File: src/source/xif_pkg.sv
//////////////////////////////////////////////////////////////////////
// Issue-port types of the coprocessor interface. Only the issue
// channel is modelled, so no result or commit types exist here
//////////////////////////////////////////////////////////////////////
package xif_pkg;

  // Raw instruction word as offered by the processor
  typedef logic [31:0] instr_t;

  // One source register value
  typedef logic [31:0] reg_t;

  // Issue request, rs[0] to rs[2] map to rs1 to rs3
  typedef struct packed {
    instr_t     instr;
    reg_t [2:0] rs;
    logic       rs_valid;  // All source operands are present
  } issue_req_t;

  // Issue response
  typedef struct packed {
    logic accept;    // Instruction is handled by the coprocessor
    logic dualread;  // Always low, no 64-bit operands
  } issue_rsp_t;

endpackage

File: src/source/accel_pkg.sv
//////////////////////////////////////////////////////////////////////
// Accelerator types, register map and tile descriptor. Matrix
// sizes are 16 bit, elements are 2 bytes wide
//////////////////////////////////////////////////////////////////////
package accel_pkg;

  typedef logic [31:0] data_t;
  typedef logic [31:0] addr_t;
  typedef logic [6:0]  opcode_t;
  typedef logic [15:0] size_t;
  typedef logic [2:0]  op_t;      // Instruction bits 9:7
  typedef logic [2:0]  fmt_t;     // Instruction bits 12:10
  typedef logic [2:0]  cfg_idx_t;

  // Custom opcodes
  localparam opcode_t OPC_MCNFIG = 7'h0B;
  localparam opcode_t OPC_MARITH = 7'h2B;

  localparam int unsigned NUM_CFG_REGS = 6;

  // Order of the configuration words on the register bus
  localparam cfg_idx_t CFG_X     = 3'd0;
  localparam cfg_idx_t CFG_W     = 3'd1;
  localparam cfg_idx_t CFG_Z     = 3'd2;
  localparam cfg_idx_t CFG_MK    = 3'd3;  // M in bits 15:0, K in bits 31:16
  localparam cfg_idx_t CFG_N     = 3'd4;
  localparam cfg_idx_t CFG_INSTR = 3'd5;

  // Register map, one word every 4 bytes from CFG_BASE
  localparam addr_t CFG_BASE     = 32'h40;
  localparam addr_t TRIGGER_ADDR = 32'h0;

  localparam int unsigned ELEM_BYTES = 2;

  // Register bus request, write only in this design
  typedef struct packed {
    logic       req;
    logic       wen;   // Low means write
    logic [3:0] be;
    addr_t      add;
    logic [3:0] id;
    data_t      data;
  } regbus_req_t;

  typedef struct packed {
    logic gnt;
  } regbus_rsp_t;

  // One job as seen by the scheduler
  typedef struct packed {
    addr_t x;
    addr_t w;
    addr_t z;
    size_t m;
    size_t k;
    size_t n;
    op_t   op;
    fmt_t  fmt;
  } job_cfg_t;

  // One output tile
  typedef struct packed {
    addr_t x_addr;
    addr_t w_addr;
    addr_t z_addr;
    size_t rows;
    size_t cols;
    op_t   op;
    fmt_t  fmt;
  } tile_desc_t;

endpackage

File: src/source/inst_decoder.sv
//////////////////////////////////////////////////////////////////////
// Takes the config and arith instructions and writes the six words
// plus the trigger over the register bus. Arith waits while busy
//////////////////////////////////////////////////////////////////////
`timescale 1ns/1ps

module inst_decoder
  import xif_pkg::*;
  import accel_pkg::*;
(
  input  logic        clk_i,
  input  logic        rst_ni,
  input  logic        clear_i,
  input  logic        issue_valid_i,
  input  issue_req_t  issue_req_i,
  output logic        issue_ready_o,
  output issue_rsp_t  issue_rsp_o,
  output regbus_req_t regbus_req_o,
  input  regbus_rsp_t regbus_rsp_i,
  input  logic        cfg_complete_i,
  output logic        start_cfg_o
);

  typedef enum logic [1:0] {Idle, WriteCfg, Trigger} state_e;

  state_e                   state_q, state_d;
  opcode_t                  opcode;
  logic                     is_cfg, is_arith;
  logic                     take, load_size, load_arith;
  data_t [NUM_CFG_REGS-1:0] cfg_q;
  cfg_idx_t                 word_q;
  logic                     word_inc, word_rst;
  size_t                    size_m, size_k;

  assign opcode   = opcode_t'(issue_req_i.instr[6:0]);
  assign is_cfg   = (opcode == OPC_MCNFIG);
  assign is_arith = (opcode == OPC_MARITH);

  // Arith only while no configuration sequence is in flight
  always_comb begin
    issue_ready_o = 1'b0;
    issue_rsp_o   = '0;
    if (issue_valid_i && !clear_i) begin
      if (is_cfg || (is_arith && state_q == Idle)) begin
        issue_ready_o      = 1'b1;
        issue_rsp_o.accept = 1'b1;
      end
    end
  end

  assign take       = issue_valid_i & issue_ready_o;
  assign load_size  = take & is_cfg;
  assign load_arith = take & is_arith & issue_req_i.rs_valid;

  // rs1 of the config instruction packs M low and K high
  assign size_m = size_t'(issue_req_i.rs[0][15:0]);
  assign size_k = size_t'(issue_req_i.rs[0][31:16]);

  always_ff @(posedge clk_i or negedge rst_ni) begin
    if (!rst_ni) begin
      cfg_q <= '0;
    end else if (clear_i) begin
      cfg_q <= '0;
    end else begin
      if (load_size) begin
        cfg_q[CFG_MK] <= {size_k, size_m};
        cfg_q[CFG_N]  <= issue_req_i.rs[1];  // N size
      end
      if (load_arith) begin
        cfg_q[CFG_X]     <= issue_req_i.rs[0];
        cfg_q[CFG_W]     <= issue_req_i.rs[1];
        cfg_q[CFG_Z]     <= issue_req_i.rs[2];
        cfg_q[CFG_INSTR] <= issue_req_i.instr;  // Carries op and format
      end
    end
  end

  always_ff @(posedge clk_i or negedge rst_ni) begin
    if (!rst_ni) begin
      state_q <= Idle;
    end else if (clear_i) begin
      state_q <= Idle;
    end else begin
      state_q <= state_d;
    end
  end

  // Index of the word currently on the bus
  always_ff @(posedge clk_i or negedge rst_ni) begin
    if (!rst_ni) begin
      word_q <= '0;
    end else if (clear_i || word_rst) begin
      word_q <= '0;
    end else if (word_inc) begin
      word_q <= word_q + cfg_idx_t'(1);
    end
  end

  always_comb begin
    state_d      = state_q;
    word_inc     = 1'b0;
    word_rst     = 1'b0;
    start_cfg_o  = 1'b0;
    regbus_req_o = '0;

    case (state_q)
      Idle: begin
        if (load_arith) state_d = WriteCfg;
      end

      WriteCfg: begin
        regbus_req_o.req  = 1'b1;
        regbus_req_o.wen  = 1'b0;
        regbus_req_o.be   = 4'hF;
        regbus_req_o.add  = CFG_BASE + (addr_t'(word_q) << 2);
        regbus_req_o.data = cfg_q[word_q];
        if (regbus_rsp_i.gnt) begin
          word_inc = 1'b1;
          if (word_q == cfg_idx_t'(NUM_CFG_REGS - 1)) begin
            word_rst    = 1'b1;
            start_cfg_o = 1'b1;  // Last word granted
            state_d     = Trigger;
          end
        end
      end

      Trigger: begin
        // Write to the trigger register once the file has all words
        if (cfg_complete_i) begin
          regbus_req_o.req = 1'b1;
          regbus_req_o.wen = 1'b0;
          regbus_req_o.be  = 4'hF;
          regbus_req_o.add = TRIGGER_ADDR;
          if (regbus_rsp_i.gnt) state_d = Idle;
        end
      end

      default: state_d = Idle;
    endcase
  end

endmodule

File: src/source/ctrl_regfile.sv
//////////////////////////////////////////////////////////////////////
// Write-only register file. Reads are not supported, writes outside
// the map are granted and dropped. Trigger waits for an idle scheduler
//////////////////////////////////////////////////////////////////////
`timescale 1ns/1ps

module ctrl_regfile
  import accel_pkg::*;
(
  input  logic        clk_i,
  input  logic        rst_ni,
  input  logic        clear_i,
  input  regbus_req_t regbus_req_i,
  output regbus_rsp_t regbus_rsp_o,
  input  logic        start_cfg_i,
  input  logic        sched_busy_i,
  output logic        cfg_complete_o,
  output logic        job_start_o,
  output job_cfg_t    job_cfg_o
);

  data_t [NUM_CFG_REGS-1:0] cfg_q;
  logic  [NUM_CFG_REGS-1:0] written_q, written_d, cfg_hit;
  addr_t                    cfg_off;
  cfg_idx_t                 cfg_idx;
  logic                     wr_req, cfg_sel, trig_sel, trig_fire;
  logic                     cfg_complete_q, job_start_q;

  assign wr_req  = regbus_req_i.req & ~regbus_req_i.wen;
  assign cfg_off = regbus_req_i.add - CFG_BASE;
  assign cfg_idx = cfg_off[2 +: $bits(cfg_idx_t)];

  assign cfg_sel  = wr_req && (regbus_req_i.add >= CFG_BASE) &&
                    (cfg_off < addr_t'(NUM_CFG_REGS * 4));
  assign trig_sel = wr_req && (regbus_req_i.add == TRIGGER_ADDR);

  // Only the trigger sees back-pressure
  assign regbus_rsp_o.gnt = regbus_req_i.req & ~(trig_sel & sched_busy_i);
  assign trig_fire        = trig_sel & ~sched_busy_i;

  always_comb begin
    cfg_hit = '0;
    if (cfg_sel) cfg_hit[cfg_idx] = 1'b1;
  end

  // Includes the word written in this cycle
  assign written_d = written_q | cfg_hit;

  always_ff @(posedge clk_i) begin
    if (clear_i) begin
      cfg_q <= '0;
    end else if (cfg_sel) begin
      for (int b = 0; b < 4; b++) begin
        if (regbus_req_i.be[b]) cfg_q[cfg_idx][8*b +: 8] <= regbus_req_i.data[8*b +: 8];
      end
    end
  end

  always_ff @(posedge clk_i or negedge rst_ni) begin
    if (!rst_ni) begin
      written_q      <= '0;
      cfg_complete_q <= 1'b0;
      job_start_q    <= 1'b0;
    end else if (clear_i) begin
      written_q      <= '0;
      cfg_complete_q <= 1'b0;
      job_start_q    <= 1'b0;
    end else begin
      job_start_q <= trig_fire;
      if (trig_fire) begin
        written_q      <= '0;  // Next job needs a full set again
        cfg_complete_q <= 1'b0;
      end else begin
        written_q <= written_d;
        if (start_cfg_i && (&written_d)) cfg_complete_q <= 1'b1;
      end
    end
  end

  assign cfg_complete_o = cfg_complete_q;
  assign job_start_o    = job_start_q;

  // Words decoded into job fields
  always_comb begin
    job_cfg_o.x   = cfg_q[CFG_X];
    job_cfg_o.w   = cfg_q[CFG_W];
    job_cfg_o.z   = cfg_q[CFG_Z];
    job_cfg_o.m   = size_t'(cfg_q[CFG_MK][15:0]);
    job_cfg_o.k   = size_t'(cfg_q[CFG_MK][31:16]);
    job_cfg_o.n   = size_t'(cfg_q[CFG_N][15:0]);
    job_cfg_o.op  = op_t'(cfg_q[CFG_INSTR][9:7]);
    job_cfg_o.fmt = fmt_t'(cfg_q[CFG_INSTR][12:10]);
  end

endmodule

File: src/source/tile_scheduler.sv
//////////////////////////////////////////////////////////////////////
// Walks the output in TILE_M x TILE_N tiles, column tiles fastest,
// one descriptor per cycle. A new job is only taken while idle
//////////////////////////////////////////////////////////////////////
`timescale 1ns/1ps

module tile_scheduler
  import accel_pkg::*;
#(
  parameter int unsigned TILE_M = 4,
  parameter int unsigned TILE_N = 8
)(
  input  logic       clk_i,
  input  logic       rst_ni,
  input  logic       clear_i,
  input  logic       job_start_i,
  input  job_cfg_t   job_cfg_i,
  output logic       busy_o,
  output logic       tile_valid_o,
  output tile_desc_t tile_o,
  output logic       job_done_o
);

  localparam size_t TM     = size_t'(TILE_M);
  localparam size_t TN     = size_t'(TILE_N);
  localparam addr_t W_STEP = addr_t'(TILE_N * ELEM_BYTES);  // Next column tile
  localparam addr_t R_MUL  = addr_t'(TILE_M * ELEM_BYTES);

  job_cfg_t    job_q;
  addr_t       x_cur, w_cur, z_row, z_cur;
  addr_t       x_step_q, z_step_q;
  size_t       row_base, col_base;
  size_t       rem_m, rem_n;
  logic [16:0] row_next, col_next;
  logic        last_row, last_col;
  logic        busy_q, empty_q;
  logic        job_empty;

  assign job_empty = (job_cfg_i.m == '0) || (job_cfg_i.n == '0);

  assign row_next = {1'b0, row_base} + {1'b0, TM};
  assign col_next = {1'b0, col_base} + {1'b0, TN};
  assign last_row = (row_next >= {1'b0, job_q.m});
  assign last_col = (col_next >= {1'b0, job_q.n});

  // Remaining extent, clipped at the matrix edge
  assign rem_m = job_q.m - row_base;
  assign rem_n = job_q.n - col_base;

  always_ff @(posedge clk_i or negedge rst_ni) begin
    if (!rst_ni) begin
      busy_q  <= 1'b0;
      empty_q <= 1'b0;
    end else if (clear_i) begin
      busy_q  <= 1'b0;
      empty_q <= 1'b0;
    end else begin
      empty_q <= job_start_i & ~busy_o & job_empty;
      if (job_start_i && !busy_o) begin
        busy_q <= ~job_empty;
      end else if (busy_q && last_row && last_col) begin
        busy_q <= 1'b0;
      end
    end
  end

  // Running address updates
  always_ff @(posedge clk_i) begin
    if (job_start_i && !busy_o) begin
      job_q    <= job_cfg_i;
      x_cur    <= job_cfg_i.x;
      w_cur    <= job_cfg_i.w;
      z_row    <= job_cfg_i.z;
      z_cur    <= job_cfg_i.z;
      row_base <= '0;
      col_base <= '0;
      x_step_q <= addr_t'(job_cfg_i.k) * R_MUL;  // TILE_M rows of X
      z_step_q <= addr_t'(job_cfg_i.n) * R_MUL;  // TILE_M rows of Z
    end else if (busy_q) begin
      if (last_col) begin
        col_base <= '0;
        w_cur    <= job_q.w;
        row_base <= row_base + TM;
        x_cur    <= x_cur + x_step_q;
        z_row    <= z_row + z_step_q;
        z_cur    <= z_row + z_step_q;  // Start of the next row tile
      end else begin
        col_base <= col_base + TN;
        w_cur    <= w_cur + W_STEP;
        z_cur    <= z_cur + W_STEP;
      end
    end
  end

  always_comb begin
    tile_o.x_addr = x_cur;
    tile_o.w_addr = w_cur;
    tile_o.z_addr = z_cur;
    tile_o.rows   = (rem_m < TM) ? rem_m : TM;
    tile_o.cols   = (rem_n < TN) ? rem_n : TN;
    tile_o.op     = job_q.op;
    tile_o.fmt    = job_q.fmt;
  end

  assign tile_valid_o = busy_q;
  assign job_done_o   = (busy_q & last_row & last_col) | empty_q;
  assign busy_o       = busy_q | empty_q;  // Empty job still owes its done pulse

endmodule

File: src/source/accel_top.sv
//////////////////////////////////////////////////////////////////////
// Accelerator front end. Tile sizes are set here and passed down
//////////////////////////////////////////////////////////////////////
`timescale 1ns/1ps

module accel_top
  import xif_pkg::*;
  import accel_pkg::*;
#(
  parameter int unsigned TILE_M = 4,
  parameter int unsigned TILE_N = 8
)(
  input  logic       clk_i,
  input  logic       rst_ni,
  input  logic       clear_i,
  input  logic       issue_valid_i,
  input  issue_req_t issue_req_i,
  output logic       issue_ready_o,
  output issue_rsp_t issue_rsp_o,
  output logic       tile_valid_o,
  output tile_desc_t tile_o,
  output logic       job_done_o,
  output logic       busy_o
);

  regbus_req_t regbus_req;
  regbus_rsp_t regbus_rsp;
  logic        start_cfg, cfg_complete;
  logic        job_start, sched_busy;
  job_cfg_t    job_cfg;

  inst_decoder u_decoder (
    .clk_i          (clk_i),
    .rst_ni         (rst_ni),
    .clear_i        (clear_i),
    .issue_valid_i  (issue_valid_i),
    .issue_req_i    (issue_req_i),
    .issue_ready_o  (issue_ready_o),
    .issue_rsp_o    (issue_rsp_o),
    .regbus_req_o   (regbus_req),
    .regbus_rsp_i   (regbus_rsp),
    .cfg_complete_i (cfg_complete),
    .start_cfg_o    (start_cfg)
  );

  ctrl_regfile u_regfile (
    .clk_i          (clk_i),
    .rst_ni         (rst_ni),
    .clear_i        (clear_i),
    .regbus_req_i   (regbus_req),
    .regbus_rsp_o   (regbus_rsp),
    .start_cfg_i    (start_cfg),
    .sched_busy_i   (sched_busy),
    .cfg_complete_o (cfg_complete),
    .job_start_o    (job_start),
    .job_cfg_o      (job_cfg)
  );

  tile_scheduler #(
    .TILE_M (TILE_M),
    .TILE_N (TILE_N)
  ) u_scheduler (
    .clk_i        (clk_i),
    .rst_ni       (rst_ni),
    .clear_i      (clear_i),
    .job_start_i  (job_start),
    .job_cfg_i    (job_cfg),
    .busy_o       (sched_busy),
    .tile_valid_o (tile_valid_o),
    .tile_o       (tile_o),
    .job_done_o   (job_done_o)
  );

  assign busy_o = sched_busy;

endmodule

File: config.mk
export PLATFORM = sky130hd
export DESIGN_NAME = accel_top
export DESIGN_NICKNAME = d
export VERILOG_FILES = /design/src/source/xif_pkg.sv /design/src/source/accel_pkg.sv /design/src/source/inst_decoder.sv /design/src/source/ctrl_regfile.sv /design/src/source/tile_scheduler.sv /design/src/source/accel_top.sv
export SDC_FILE = /design/constraint.sdc
export NUM_CORES = 1
export LEC_CHECK = 0
export BUFFER_PORTS_ARGS = -buffer_cell sky130_fd_sc_hd__buf_2
export CELL_PAD_IN_SITES_DETAIL_PLACEMENT = 0
export CELL_PAD_IN_SITES_GLOBAL_PLACEMENT = 1
export CORE_MARGIN = 5
export CORE_UTILIZATION = 38
export DETAILED_ROUTE_END_ITERATION = 6
export GPL_TIMING_DRIVEN = 0
export PLACE_DENSITY = 0.64
export REMOVE_ABC_BUFFERS = 1
export SLEW_MARGIN = 20
export SYNTH_ARGS = -nofsm -noshare
export SYNTH_HDL_FRONTEND = slang
export SYNTH_SLANG_ARGS = --single-unit
File: constraint.sdc
create_clock -name clk_i -period 5.8 [get_ports clk_i]
set_clock_uncertainty 0.15 [all_clocks]
set_input_delay 1.16 -clock clk_i [delete_from_list [all_inputs] [get_ports clk_i]]
set_output_delay 1.16 -clock clk_i [all_outputs]
set_load 0.05 [all_outputs]
==> results of run 1 <==
==> power by group <==
part / switching [mW] / total, mW / internal (mW) / leakage (nW)
combinational: 1.81 / 2.83 / 1.02 / 6.16
sequential: 0.216 / 4.93 / 4.71 / 6.27
clock: 1.78 / 4.36 / 2.58 / 1.13
total: 3.81 / 12.1 / 8.31 / 13.6
==> logic make-up after synthesis <==
kind of cell             synth area share [%]
AO/OA/AOI/OAI                           14.41
XOR/XNOR                                4.237
adder cells (fa/ha/maj)                 4.279
buffers and inverters                   4.683
flip-flops                              50.90
multiplexers                            4.347
other                                 0.02523
AND/OR/NAND/NOR                         17.13
==> synth_stat cells, types with 5 or more instances <==
master	number	area share, %
sky130_fd_sc_hd__o22ai_1	35	0.74
sky130_fd_sc_hd__o21bai_1	5	0.13
sky130_fd_sc_hd__or3_1	5	0.11
sky130_fd_sc_hd__o31ai_1	8	0.20
sky130_fd_sc_hd__edfxtp_1	214	22
sky130_fd_sc_hd__mux4_2	32	2.4
sky130_fd_sc_hd__ha_1	97	4.1
sky130_fd_sc_hd__nand4b_1	6	0.18
sky130_fd_sc_hd__nor4_1	13	0.27
sky130_fd_sc_hd__clkbuf_1	159	2.0
sky130_fd_sc_hd__and2_1	39	0.82
sky130_fd_sc_hd__o21ai_0	62	1.0
sky130_fd_sc_hd__buf_2	16	0.27
sky130_fd_sc_hd__nand2_1	728	9.2
sky130_fd_sc_hd__a211oi_1	9	0.23
sky130_fd_sc_hd__xnor2_1	90	2.6
sky130_fd_sc_hd__and4_1	12	0.35
sky130_fd_sc_hd__o211ai_1	11	0.28
sky130_fd_sc_hd__dfrtp_1	207	17
sky130_fd_sc_hd__nand2b_1	14	0.29
sky130_fd_sc_hd__buf_4	34	0.86
sky130_fd_sc_hd__nand3_1	67	1.1
sky130_fd_sc_hd__a31oi_1	11	0.23
sky130_fd_sc_hd__nor2_1	149	1.9
sky130_fd_sc_hd__a21o_1	38	0.96
sky130_fd_sc_hd__mux2_2	8	0.30
sky130_fd_sc_hd__nand4_1	22	0.46
sky130_fd_sc_hd__and3_1	44	0.92
sky130_fd_sc_hd__a21oi_1	397	6.7
sky130_fd_sc_hd__o21a_1	10	0.25
sky130_fd_sc_hd__a22o_1	61	1.8
sky130_fd_sc_hd__xor2_1	54	1.6
sky130_fd_sc_hd__inv_1	118	1.5
sky130_fd_sc_hd__nor2b_1	16	0.34
sky130_fd_sc_hd__dfxtp_1	177	12
sky130_fd_sc_hd__nor3_1	31	0.52
sky130_fd_sc_hd__o21ai_1	54	0.91
sky130_fd_sc_hd__mux2i_1	46	1.5
==> per-stage QoR <==
stage,hold WS (ns),cells,total power [mW],utilization [%]
2_1_floorplan,0.2581,2983,6.949,-
3_3_place_gp,0.2645,4269,7.773,40.54
3_5_place_dp,0.2629,4311,7.845,41.70
4_1_cts,0.2518,4442,12.24,44.64
5_1_grt,0.2673,4444,12.72,44.66
6_report,0.2722,4448,12.12,44.67
==> flip-flops by register name, summed over array words and instances (netlist names), 13 cells and up <==
register	flops
u_scheduler.w_cur	32
u_decoder.cfg_q	192
u_regfile.job_cfg_o	150
u_scheduler.x_step_q	16
u_scheduler.z_step_q	16
u_scheduler.x_cur	32
u_scheduler.row_base	14
u_scheduler.col_base	13
u_scheduler.z_row	32
u_scheduler.z_cur	32
u_scheduler.job_q	48
==> layer usage <==
layer  wire length (microns)  vias up
li1                        -    11320
met2                   41410      555
met3                    4835      135
met1                   39320    11330
met4                    2212        6
met5                      36        -
==> area by class of cell <==
cell class                 count  area (sq um)  area share (%)
antenna                        4         10.01         0.02888
clock buffer                 109          2125           6.129
clock inverter                22         157.7          0.4548
inverter                     121         466.7           1.346
multi-input combinational   2264         13410           38.69
sequential                   598         15160           43.73
tap                         1040          1301           3.754
timing repair buffer         290          2036           5.873
==> layout by cell type, fill, tap and decap left out, types with 14 or more instances in the layout <==
cell and n:
sky130_fd_sc_hd__a21o_1 38, sky130_fd_sc_hd__a21oi_1 397, sky130_fd_sc_hd__a22o_1 61, sky130_fd_sc_hd__and2_1 39
sky130_fd_sc_hd__and3_1 42, sky130_fd_sc_hd__buf_16 18, sky130_fd_sc_hd__buf_2 246, sky130_fd_sc_hd__buf_4 14
sky130_fd_sc_hd__clkbuf_1 22, sky130_fd_sc_hd__clkbuf_16 75, sky130_fd_sc_hd__conb_1 28, sky130_fd_sc_hd__dfrtp_1 204
sky130_fd_sc_hd__dfxtp_1 177, sky130_fd_sc_hd__edfxtp_1 214, sky130_fd_sc_hd__ha_1 96, sky130_fd_sc_hd__inv_1 117
sky130_fd_sc_hd__mux2i_1 46, sky130_fd_sc_hd__mux4_2 32, sky130_fd_sc_hd__nand2_1 725, sky130_fd_sc_hd__nand2b_1 14
sky130_fd_sc_hd__nand3_1 65, sky130_fd_sc_hd__nand4_1 22, sky130_fd_sc_hd__nor2_1 145, sky130_fd_sc_hd__nor2b_1 16
sky130_fd_sc_hd__nor3_1 31, sky130_fd_sc_hd__o21ai_0 62, sky130_fd_sc_hd__o21ai_1 54, sky130_fd_sc_hd__o22ai_1 35
sky130_fd_sc_hd__xnor2_1 90, sky130_fd_sc_hd__xor2_1 54
==> final timing paths <==
check                                                           from  slack, ns                                 to
worst max-delay path            u_scheduler.col_base[3]$_SDFFE_PP0P_       0.58                         job_done_o
worst min-delay path                                          rst_ni       0.27    u_decoder.cfg_q[28]$_DFFE_PN0P_
worst max register to register  u_scheduler.col_base[3]$_SDFFE_PP0P_       1.19    u_scheduler.z_cur[25]$_DFFE_PP_
worst min register to register  u_regfile.job_cfg_o[24]$_SDFFE_PP0P_       0.27  u_scheduler.x_step_q[5]$_DFFE_PP_
max in group asynchronous                                     rst_ni       3.99   u_decoder.cfg_q[164]$_DFFE_PN0P_
min in group clk_i              u_regfile.job_cfg_o[24]$_SDFFE_PP0P_       0.27  u_scheduler.x_step_q[5]$_DFFE_PP_
==> worst reg2reg max path, stage by stage (launching register included) <==
cell and delay, ns:
sky130_fd_sc_hd__dfxtp_1 0.42, sky130_fd_sc_hd__ha_1 0.29, sky130_fd_sc_hd__nand4_1 0.21, sky130_fd_sc_hd__nor3_1 0.28
sky130_fd_sc_hd__xnor2_1 0.18, sky130_fd_sc_hd__ha_1 0.28, sky130_fd_sc_hd__and4_1 0.22, sky130_fd_sc_hd__o2111ai_1 0.10
sky130_fd_sc_hd__a21o_1 0.10, sky130_fd_sc_hd__and3_1 0.21, sky130_fd_sc_hd__o211ai_1 0.16, sky130_fd_sc_hd__buf_4 0.19
sky130_fd_sc_hd__buf_4 0.17, sky130_fd_sc_hd__buf_4 0.18, sky130_fd_sc_hd__buf_4 0.17, sky130_fd_sc_hd__buf_4 0.17
sky130_fd_sc_hd__nor2_1 0.54, sky130_fd_sc_hd__a21oi_1 0.13, sky130_fd_sc_hd__a21boi_1 0.17
==> reports/metrics.sh, run 1 <==
STD_CELL_ROWS=102
CRITICAL-PATH-SLOWEST-CELL='sky130_fd_sc_hd__dfxtp_1'
CTS_MADE_BUFFERS=72
CLK_PIN_SLEW_NS=0.06
CTS_POST_SETUP_BUFFERS_INSERTED=0
TIMING_WORST_SLEW_PIN_VALUE_NS=0.9851
SYNTH_ENABLE_FLOP_CELLS=214
PEAKVDDDROP_mV=0.1679
POWER.LEAKAGE_nW=13.57
PLACE_AREA_SQ_UM=32350
DIE_AREA_SQ_UM=84020
DIE_W_MICRONS=289.9
PLACEMENT.SETUP.WORST_SLACK_NS=0.8591
FILLERINSTANCES=7620
IO-PIN-COUNT=273
CRIT_BUF_INV=2
NUMPORTBUFFERS=246
POST_SYNTH_INST_COUNT=3168
DESIGN.FINAL.NETS=3580
MAX-SLEW-MARGIN-REL_PCT=33.61
POST_ROUTE_CELLS_DRIVE_ABOVE_1_SHARE_PCT=13.78
POSTROUTEWIRELENGTH_MICRONS=87810
PROPORTION_OF_SYNTHESIZED_CHIP_AREA_IN_SEQUENTIAL_CELLS_PCT=50.90
POST-ROUTE-MIN-PERIOD_NS=5.218
CTS_TREE='built'
CRITICAL_PATH.MOST_COMMON_CELL='sky130_fd_sc_hd__ha_1'
ROUTE.DETAILED.WL_PER_INST_MICRONS=19.74
HPWLAFTERDP_MICRONS=60740
POST_CTS_HOLD_BUFFER_COUNT=0
VIAS=23340
RUN_STATUS='finished clean'
VIASPERCELL=5.247
CLOCK_ROOT_BUFFER='sky130_fd_sc_hd__clkbuf_16'
GRT.TOTAL_USAGE_PCT=20.14
SYNTHESIS.YOSYS.WARNINGS=0
YS_TYPES=80
WORST_PATH_LARGEST_CELL_DELAY_NS=0.42
ARRIVAL_NS=3.91
ASYNC_FLOP_SHARE_PCT=34.62
GLOBAL_ROUTE_WIRE_LENGTH_BEFORE_REPAIR_MICRONS=136400
MAXSLEWVIOLCOUNT=0
MAXCLOCKFREQUENCY_MHz=191.6
FIRST_PASS_ITERS=6
CAP_VIOLATIONS=0
TOTALNEGATIVESETUPSLACK_NS=0
SETUP_SLACK_NS=0.5816
GRT_SETUP_UNREPAIRED='no'
CRITICAL_PATH.CELL_CHAIN='ha_1 > nand4_1 > nor3_1 > xnor2_1 > ha_1 > and4_1 > o2111ai_1 > a21o_1 > and3_1 > o211ai_1 > buf_4 > a31o_1 > buf_2'
GRTUSAGEMET3_PCT=4.091
CRITICAL_PATH.MAX_FANOUT=6
CRIT_PATH_START_KIND='register'
POWER-PER-CELL-AREA_nW_PER_UM2=349.7
REPORT.FINAL.SETUP_VIOL=0
CRITICAL_PATH_REQUIRED_TIME_NS=4.49
SYN_AREA_SQ_UM=29760
TIMING.FINAL.HOLD_VIOLATIONS=0
DRT_ITER0_DRC=1519
WORST_SKEW_PAIR.LATE_LATENCY_NS=0.61
INITIAL_CORE_UTILIZATION_PCT=38.36
VIA_COUNT_OF_THE_FIRST_GLOBAL_ROUTING_PASS=23450
NUMBER_OF_ANTENNA_VIOLATIONS_AT_THE_FIRST_CHECK_IN_GLOBAL_ROUTING=6
HTREE_NUM_LEVELS=3
POST_CTS.RESIZED_INSTANCES=0
DRT.ANTENNA.VIOLATING_NETS=0
GRT_START_MAX_NET_PINS=120
CTS_NUM_SINKS=598
MET1_USAGE_PCT=27.20
CP_NUM_CELLS=13
FINALCRITPERIODSHARE_PCT=89.97
TIMING.SETUP.CRITICAL_PATH_CLASS='register to primary output'
FP.COREAREA_SQ_UM=77590
GLOBAL_ROUTE.PEAK_USAGE_LAYER='met2'
SYNTHFLOPTYPE='sky130_fd_sc_hd__edfxtp_1'
DIE_H_MICRONS=289.9
GLOBAL_ROUTING_USAGE_ON_MET2_PCT=33.36
DESIGN_AREA_SQ_UM=34660
SYNTHTOLAYOUTAREAGROWTH_PCT=16.46
TIMING.CRITICAL_PATH.MAX_DELAY_FAMILY='simple AND/OR/NAND/NOR gates'
GRT_OVERFLOW_TOTAL=0
CP-END-KIND='primary output'
POST_SYNTH.CELL_AREA_AVG_SQ_UM=9.395
REG2REG_DEPTH=18
CLOCK_TREE_BUFFER_DEPTH=3
REMAINING_DRC_ERRORS=0
YS_SEQ_ELEMENTS=598
GP_ROUTABILITY_CONGESTION=0.8298
MIN-DELAY-PATH-CLASS='input port to async pin'
Note: power is estimated with default switching activity, not from simulation.
==> run 2: changes to the inputs <==
CORE_UTILIZATION = 47   (was 38)
PLACE_DENSITY = 0.77   (was 0.64)
==> run 2 against run 1 <==
Net effect: clock power is 3% lower; combinational power hardly changed; final cell count is 4.7% lower; critical path depth stayed put; power is 1.5% lower; global-route usage is 3.3 points higher; via count is 0.81% higher; non-clock buffer count is 4 lower; flip-flop and latch count stayed put; fmax is 0.15% lower; utilization is 9.8 points higher.
==> reports/metrics.sh, run 2 (synthesis gave the netlist of run 1 again) <==
MIN-DELAY-PATH-CLASS='register to register'
GRT_START_MAX_NET_PINS=105
GRT_OVERFLOW_TOTAL=0
HTREE_NUM_LEVELS=3
CLK_PIN_SLEW_NS=0.06
RUN_STATUS='finished clean'
GLOBAL_ROUTING_USAGE_ON_MET2_PCT=38.57
DRT_ITER0_DRC=1889
SYNTHTOLAYOUTAREAGROWTH_PCT=15.08
MET1_USAGE_PCT=31.67
REPORT.FINAL.SETUP_VIOL=0
VIAS=23530
CP-END-KIND='primary output'
IO-PIN-COUNT=273
CTS_MADE_BUFFERS=67
NUMBER_OF_ANTENNA_VIOLATIONS_AT_THE_FIRST_CHECK_IN_GLOBAL_ROUTING=9
HPWLAFTERDP_MICRONS=56540
WORST_SKEW_PAIR.LATE_LATENCY_NS=0.60
POWER.LEAKAGE_nW=13.48
GLOBAL_ROUTE_WIRE_LENGTH_BEFORE_REPAIR_MICRONS=127800
CRIT_PATH_START_KIND='register'
CRITICAL_PATH.CELL_CHAIN='ha_1 > nand4_1 > nor3_1 > xnor2_1 > ha_1 > and4_1 > o2111ai_1 > a21o_1 > and3_1 > o211ai_1 > buf_4 > a31o_1 > buf_2'
MULTI_INPUT_COMB_AREA_SQ_UM=13410
WORST_PATH_LARGEST_CELL_DELAY_NS=0.42
CRIT-REG2REG-LAUNCH='u_scheduler.col_base[3]$_SDFFE_PP0P_'
MAXSLEWVIOLCOUNT=0
MIN_FROM='u_regfile.job_cfg_o[25]$_SDFFE_PP0P_'
CRITICAL_PATH.MAX_FANOUT=9
DRT.ANTENNA.VIOLATING_NETS=0
ROUTE.DETAILED.WL_PER_INST_MICRONS=19.46
CLOCK_TREE_BUFFER_DEPTH=3
POST_ROUTE_CELLS_DRIVE_ABOVE_1_SHARE_PCT=13.51
MAXCLOCKFREQUENCY_MHz=191.3
CRITPATHLAUNCH='u_scheduler.col_base[3]$_SDFFE_PP0P_'
GP_ROUTABILITY_CONGESTION=0.8605
TOTALNEGATIVESETUPSLACK_NS=0
POWER-PER-CELL-AREA_nW_PER_UM2=348.7
CLOCK_ROOT_BUFFER='sky130_fd_sc_hd__clkbuf_16'
REMAINING_DRC_ERRORS=0
CAP_VIOLATIONS=0
POSTROUTEWIRELENGTH_MICRONS=82470
TIMING.FINAL.HOLD_VIOLATIONS=0
STD_CELL_ROWS=92
GRT_SETUP_UNREPAIRED='no'
DIE_H_MICRONS=261.7
GRTUSAGEMET3_PCT=5.304
FILLERINSTANCES=5746
VIASPERCELL=5.551
LARGEST_REGISTER_FFS=192
POST-ROUTE-MIN-PERIOD_NS=5.226
MOSTFREQUENTLAYOUTCELLS='725 x sky130_fd_sc_hd__nand2_1, 397 x sky130_fd_sc_hd__a21oi_1, 246 x sky130_fd_sc_hd__buf_2, 214 x sky130_fd_sc_hd__edfxtp_1, 204 x sky130_fd_sc_hd__dfrtp_1'
PLACEMENT.SETUP.WORST_SLACK_NS=0.7060
FINALCRITPERIODSHARE_PCT=90.11
GRT.TOTAL_USAGE_PCT=23.39
REGISTER_AREA_SQ_UM=15160
LARGEST-REGISTER='u_decoder.cfg_q'
GLOBAL_ROUTE.PEAK_USAGE_LAYER='met2'
DIE_AREA_SQ_UM=68460
INITIAL_CORE_UTILIZATION_PCT=47.36
CTS_NUM_SINKS=598
TIMING_WORST_SLEW_PIN_VALUE_NS=0.8788
FP.COREAREA_SQ_UM=62850
NUMPORTBUFFERS=246
CRITICAL_PATH_REQUIRED_TIME_NS=4.49
FIRST_PASS_ITERS=5
VIA_COUNT_OF_THE_FIRST_GLOBAL_ROUTING_PASS=23020
DIE_W_MICRONS=261.7
CTS_TREE='built'
TIMING.SETUP.CRITICAL_PATH_CLASS='register to primary output'
CRITICAL-PATH-SLOWEST-CELL='sky130_fd_sc_hd__dfxtp_1'
DESIGN.FINAL.NETS=3571
CRIT_BUF_INV=2
CRITICAL_PATH.MOST_COMMON_CELL='sky130_fd_sc_hd__ha_1'
SETUP_SLACK_NS=0.5738
PEAKVDDDROP_mV=0.2330
ARRIVAL_NS=3.92
MOST_COMMON_LIBRARY_CELL_IN_THE_LAYOUT_IGNORING_FILL_AND_TAPS='sky130_fd_sc_hd__nand2_1'
MAX-SLEW-MARGIN-REL_PCT=41.41
TIMING.CRITICAL_PATH.MAX_DELAY_FAMILY='simple AND/OR/NAND/NOR gates'
==> run 2: cell count changes in the layout (fill, tap and decap cells not counted), sizes merged <==
| cell | delta |
|---|---|
| clkinvlp | +1 |
| buf | -4 |
| inv | -3 |
| bufinv | +2 |
| diode | -1 |
| clkbuf | -11 |
==> run 2: final timing paths <==
check                                                    end  slack, ns  cells after the start
min in group asynchronous    u_decoder.cfg_q[91]$_DFFE_PN0P_       0.31                      1
hold / removal             u_scheduler.x_step_q[6]$_DFFE_PP_       0.28                      0
max in group asynchronous    u_decoder.cfg_q[98]$_DFFE_PN0P_       4.06                      3
setup / recovery                                  job_done_o       0.57                     13
setup reg to reg             u_scheduler.z_row[26]$_DFFE_PP_       1.23                     15
hold reg to reg            u_scheduler.x_step_q[6]$_DFFE_PP_       0.28                      0
==> run 2: cell type report <==
cell class	count	area share (%)
Antenna cell	3	0.02192
Clock buffer	98	5.834
Clock inverter	22	0.5297
Inverter	121	1.363
Multi-Input combinational cell	2264	39.15
Sequential cell	598	44.25
Tap cell	846	3.090
Timing Repair Buffer	286	5.764
==> run 2: metal layers <==
| layer | share of wire (%) | wire length [microns] | vias up |
|---|---|---|---|
| met2 | 47 | 39020 | 749 |
| met3 | 7.4 | 6077 | 143 |
| met1 | 43 | 35400 | 11320 |
| met5 | 0.12 | 100 | - |
| met4 | 2.3 | 1869 | 14 |
| li1 | - | - | 11300 |
==> run 2: report_power, final <==
| group | switching [mW] | internal, mW |
|---|---|---|
| sequential | 0.187 | 4.71 |
| combinational | 1.82 | 1.01 |
| clock | 1.70 | 2.52 |
==> run 2: worst reg2reg max path: stages, from the launching register on <==
cell                        delay, ns
sky130_fd_sc_hd__dfxtp_1         0.42
sky130_fd_sc_hd__ha_1            0.28
sky130_fd_sc_hd__nand4_1         0.23
sky130_fd_sc_hd__nor3_1          0.30
sky130_fd_sc_hd__xnor2_1         0.13
sky130_fd_sc_hd__ha_1            0.30
sky130_fd_sc_hd__and4_1          0.23
sky130_fd_sc_hd__o2111ai_1       0.13
sky130_fd_sc_hd__a21o_1          0.18
sky130_fd_sc_hd__and3_1          0.20
sky130_fd_sc_hd__o211ai_1        0.21
sky130_fd_sc_hd__buf_4           0.23
sky130_fd_sc_hd__buf_4           0.20
sky130_fd_sc_hd__nand2_1         0.20
sky130_fd_sc_hd__nand2_4         0.50
sky130_fd_sc_hd__buf_12          0.30
==> run 2: timing repair <==
item / CTS / global route
endpoints found under the setup margin: 0 / 1
resized for setup: 0 / 0
hold buffers: 0 / 0
setup buffers: 0 / 1
==> run 2: stage by stage <==
stage | power, mW | util, % | std cells | cell area [sq um] | hold WS, ns
2_1_floorplan | 6.949 | - | 2983 | 28920 | 0.2581
3_3_place_gp | 7.699 | 49.66 | 4075 | 31210 | 0.2658
3_5_place_dp | 7.794 | 51.00 | 4114 | 32060 | 0.2656
4_1_cts | 12.02 | 54.47 | 4234 | 34240 | 0.2785
5_1_grt | 12.50 | 54.49 | 4235 | 34250 | 0.2836
6_report | 11.94 | 54.50 | 4238 | 34250 | 0.2775
==> run 3: changes to the inputs <==
ABC_CLOCK_PERIOD_IN_PS = 5800   (was unset)
CAP_MARGIN = 20   (was unset)
PLACE_DENSITY = unset   (was 0.77)
PLACE_DENSITY_LB_ADDON = 0.1   (was unset)
==> run 3 against run 2 <==
Net effect: critical path depth grew 1; critical path type unchanged; non-clock buffer count increased by 1; register-to-register slack got worse by 0.35 ns; global-route usage grew 0.42 points; clock-buffer cell count grew 7; sequential share of layout area is essentially flat; hold slack got worse by 0.0051 ns; flip-flop and latch count unchanged; largest cell class unchanged; die area unchanged; first-iteration DRC count decreased by 18%; combinational power barely moved; sequential power about the same.
==> reports/metrics.sh, run 3 (synthesis gave the netlist of run 1 again) <==
POSTROUTEWIRELENGTH_MICRONS=83180
TIMING.SETUP.CRITICAL_PATH_CLASS='register to primary output'
MOSTFREQUENTLAYOUTCELLS='725 x sky130_fd_sc_hd__nand2_1, 397 x sky130_fd_sc_hd__a21oi_1, 248 x sky130_fd_sc_hd__buf_2, 214 x sky130_fd_sc_hd__edfxtp_1, 204 x sky130_fd_sc_hd__dfrtp_1'
TOTALNEGATIVESETUPSLACK_NS=0
MAXSLEWVIOLCOUNT=0
WORST_HOLD_SLACK_NS=0.2724
TIMING.FINAL.HOLD_VIOLATIONS=0
GP_ROUTABILITY_CONGESTION=0.8563
MAXCLOCKFREQUENCY_MHz=180.9
LARGEST_REGISTER_FFS=192
HPWLAFTERDP_MICRONS=56590
PLACE_AREA_SQ_UM=32070
DESIGN.FINAL.NETS=3573
CLOCK_TREE_BUFFER_DEPTH=3
FIRST_PASS_ITERS=5
CLK_PIN_SLEW_NS=0.06
STD_CELL_ROWS=92
CP-END-KIND='primary output'
POST_CTS.RESIZED_INSTANCES=0
VIAS=23240
VIA_COUNT_OF_THE_FIRST_GLOBAL_ROUTING_PASS=22990
GRT_START_MAX_NET_PINS=121
RUN_STATUS='finished clean'
DIE_W_MICRONS=261.7
CTS_MADE_BUFFERS=68
CTS_TREE='built'
GRT_SETUP_UNREPAIRED='no'
FP.COREAREA_SQ_UM=62850
REPORT.FINAL.SETUP_VIOL=0
LARGEST-REGISTER='u_decoder.cfg_q'
DIE_AREA_SQ_UM=68460
CRITICAL_PATH_REQUIRED_TIME_NS=4.49
POWER_mW=11.94
VIASPERCELL=5.475
GRT.TOTAL_USAGE_PCT=23.82
CRIT_PATH_START_KIND='register'
ARRIVAL_NS=4.22
NUMBER_OF_ANTENNA_VIOLATIONS_AT_THE_FIRST_CHECK_IN_GLOBAL_ROUTING=7
CLOCK_ROOT_BUFFER='sky130_fd_sc_hd__clkbuf_16'
POST-ROUTE-MIN-PERIOD_NS=5.527
MOST_COMMON_LIBRARY_CELL_IN_THE_LAYOUT_IGNORING_FILL_AND_TAPS='sky130_fd_sc_hd__nand2_1'
NUMPORTBUFFERS=246
GRT_OVERFLOW_TOTAL=0
POST_ROUTE_CELLS_DRIVE_ABOVE_1_SHARE_PCT=13.66
PEAKVDDDROP_mV=0.1989
MIN-DELAY-PATH-CLASS='register to register'
REMAINING_DRC_ERRORS=0
POWER.LEAKAGE_nW=13.49
HTREE_NUM_LEVELS=3
IO-PIN-COUNT=273
CTS_NUM_SINKS=598
REG2REG_SLACK_NS=0.88
POST_CTS_HOLD_BUFFER_COUNT=0
WORST_SKEW_PAIR.LATE_LATENCY_NS=0.60
CRITICAL_PATH.MAX_FANOUT=9
MAX-SLEW-MARGIN-REL_PCT=42.00
DRT.ANTENNA.VIOLATING_NETS=0
CAP_VIOLATIONS=0
DESIGN_AREA_SQ_UM=34260
TIMING_WORST_SLEW_PIN_VALUE_NS=0.8668
GLOBAL_ROUTE_WIRE_LENGTH_BEFORE_REPAIR_MICRONS=129400
DIE_H_MICRONS=261.7
FIN_UTIL_PCT=54.52
CTS_POST_SETUP_BUFFERS_INSERTED=0
POWER-PER-CELL-AREA_nW_PER_UM2=348.4
DRT_ITER0_DRC=1556
SYNTHTOLAYOUTAREAGROWTH_PCT=15.12
INITIAL_CORE_UTILIZATION_PCT=47.36
ROUTE.DETAILED.WL_PER_INST_MICRONS=19.60
FINALCRITPERIODSHARE_PCT=95.29
run 3: worst max-delay path, stage by stage (launching register included):
cell	delay [ns]
sky130_fd_sc_hd__dfxtp_1	0.40
sky130_fd_sc_hd__ha_1	0.27
sky130_fd_sc_hd__nand4_1	0.21
sky130_fd_sc_hd__nor3_1	0.31
sky130_fd_sc_hd__xnor2_1	0.14
sky130_fd_sc_hd__ha_1	0.31
sky130_fd_sc_hd__and4_1	0.22
sky130_fd_sc_hd__o2111ai_1	0.12
sky130_fd_sc_hd__a21o_1	0.17
sky130_fd_sc_hd__and3_1	0.21
sky130_fd_sc_hd__o211ai_1	0.34
sky130_fd_sc_hd__buf_4	0.26
sky130_fd_sc_hd__buf_4	0.20
sky130_fd_sc_hd__a31o_1	0.19
sky130_fd_sc_hd__buf_2	0.27
run 3: layout make-up:
type                       instances  area [sq um]
antenna                            2         5.005
clock buffer                     105          2023
clock inverter                    21         160.2
fill                            5781         28590
inverter                         121         466.7
multi-input combinational       2264         13410
sequential                       598         15160
tap                              846          1059
timing repair buffer             287          1984
run 3: final timing paths:
kind,from,end,cells past startpoint
max in group asynchronous,rst_ni,u_decoder.cfg_q[164]$_DFFE_PN0P_,3
setup / recovery,u_scheduler.col_base[3]$_SDFFE_PP0P_,job_done_o,14
hold reg to reg,u_regfile.job_cfg_o[23]$_SDFFE_PP0P_,u_scheduler.x_step_q[4]$_DFFE_PP_,0
min in group asynchronous,rst_ni,u_decoder.cfg_q[190]$_DFFE_PN0P_,1
hold / removal,u_regfile.job_cfg_o[23]$_SDFFE_PP0P_,u_scheduler.x_step_q[4]$_DFFE_PP_,0
setup reg to reg,u_scheduler.col_base[3]$_SDFFE_PP0P_,u_scheduler.z_cur[7]$_DFFE_PP_,19
run 3: power breakdown:
group	internal, mW	switching (mW)	leakage (nW)
sequential	4.71	0.202	6.27
clock	2.46	1.75	1.08
combinational	1.01	1.81	6.14
run 3: layer usage:
layer | vias to the layer above | global-route usage, % | part of all wire (%)
li1 | 11300 | - | -
met1 | 11200 | 32.62 | 44
met2 | 617 | 39.29 | 47
met3 | 112 | 4.890 | 6.7
met4 | 10 | 5.693 | 2.0
met5 | - | 0 | 0.063
run 3: stage by stage:
| step | instances | setup WS, ns |
|---|---|---|
| after floorplan | 2983 | -2.894 |
| after global placement | 4075 | -8.926 |
| after detailed placement | 4115 | 0.7016 |
| after CTS | 4241 | 0.02595 |
| after global routing | 4243 | 0.009820 |
| final | 4244 | 0.2731 |
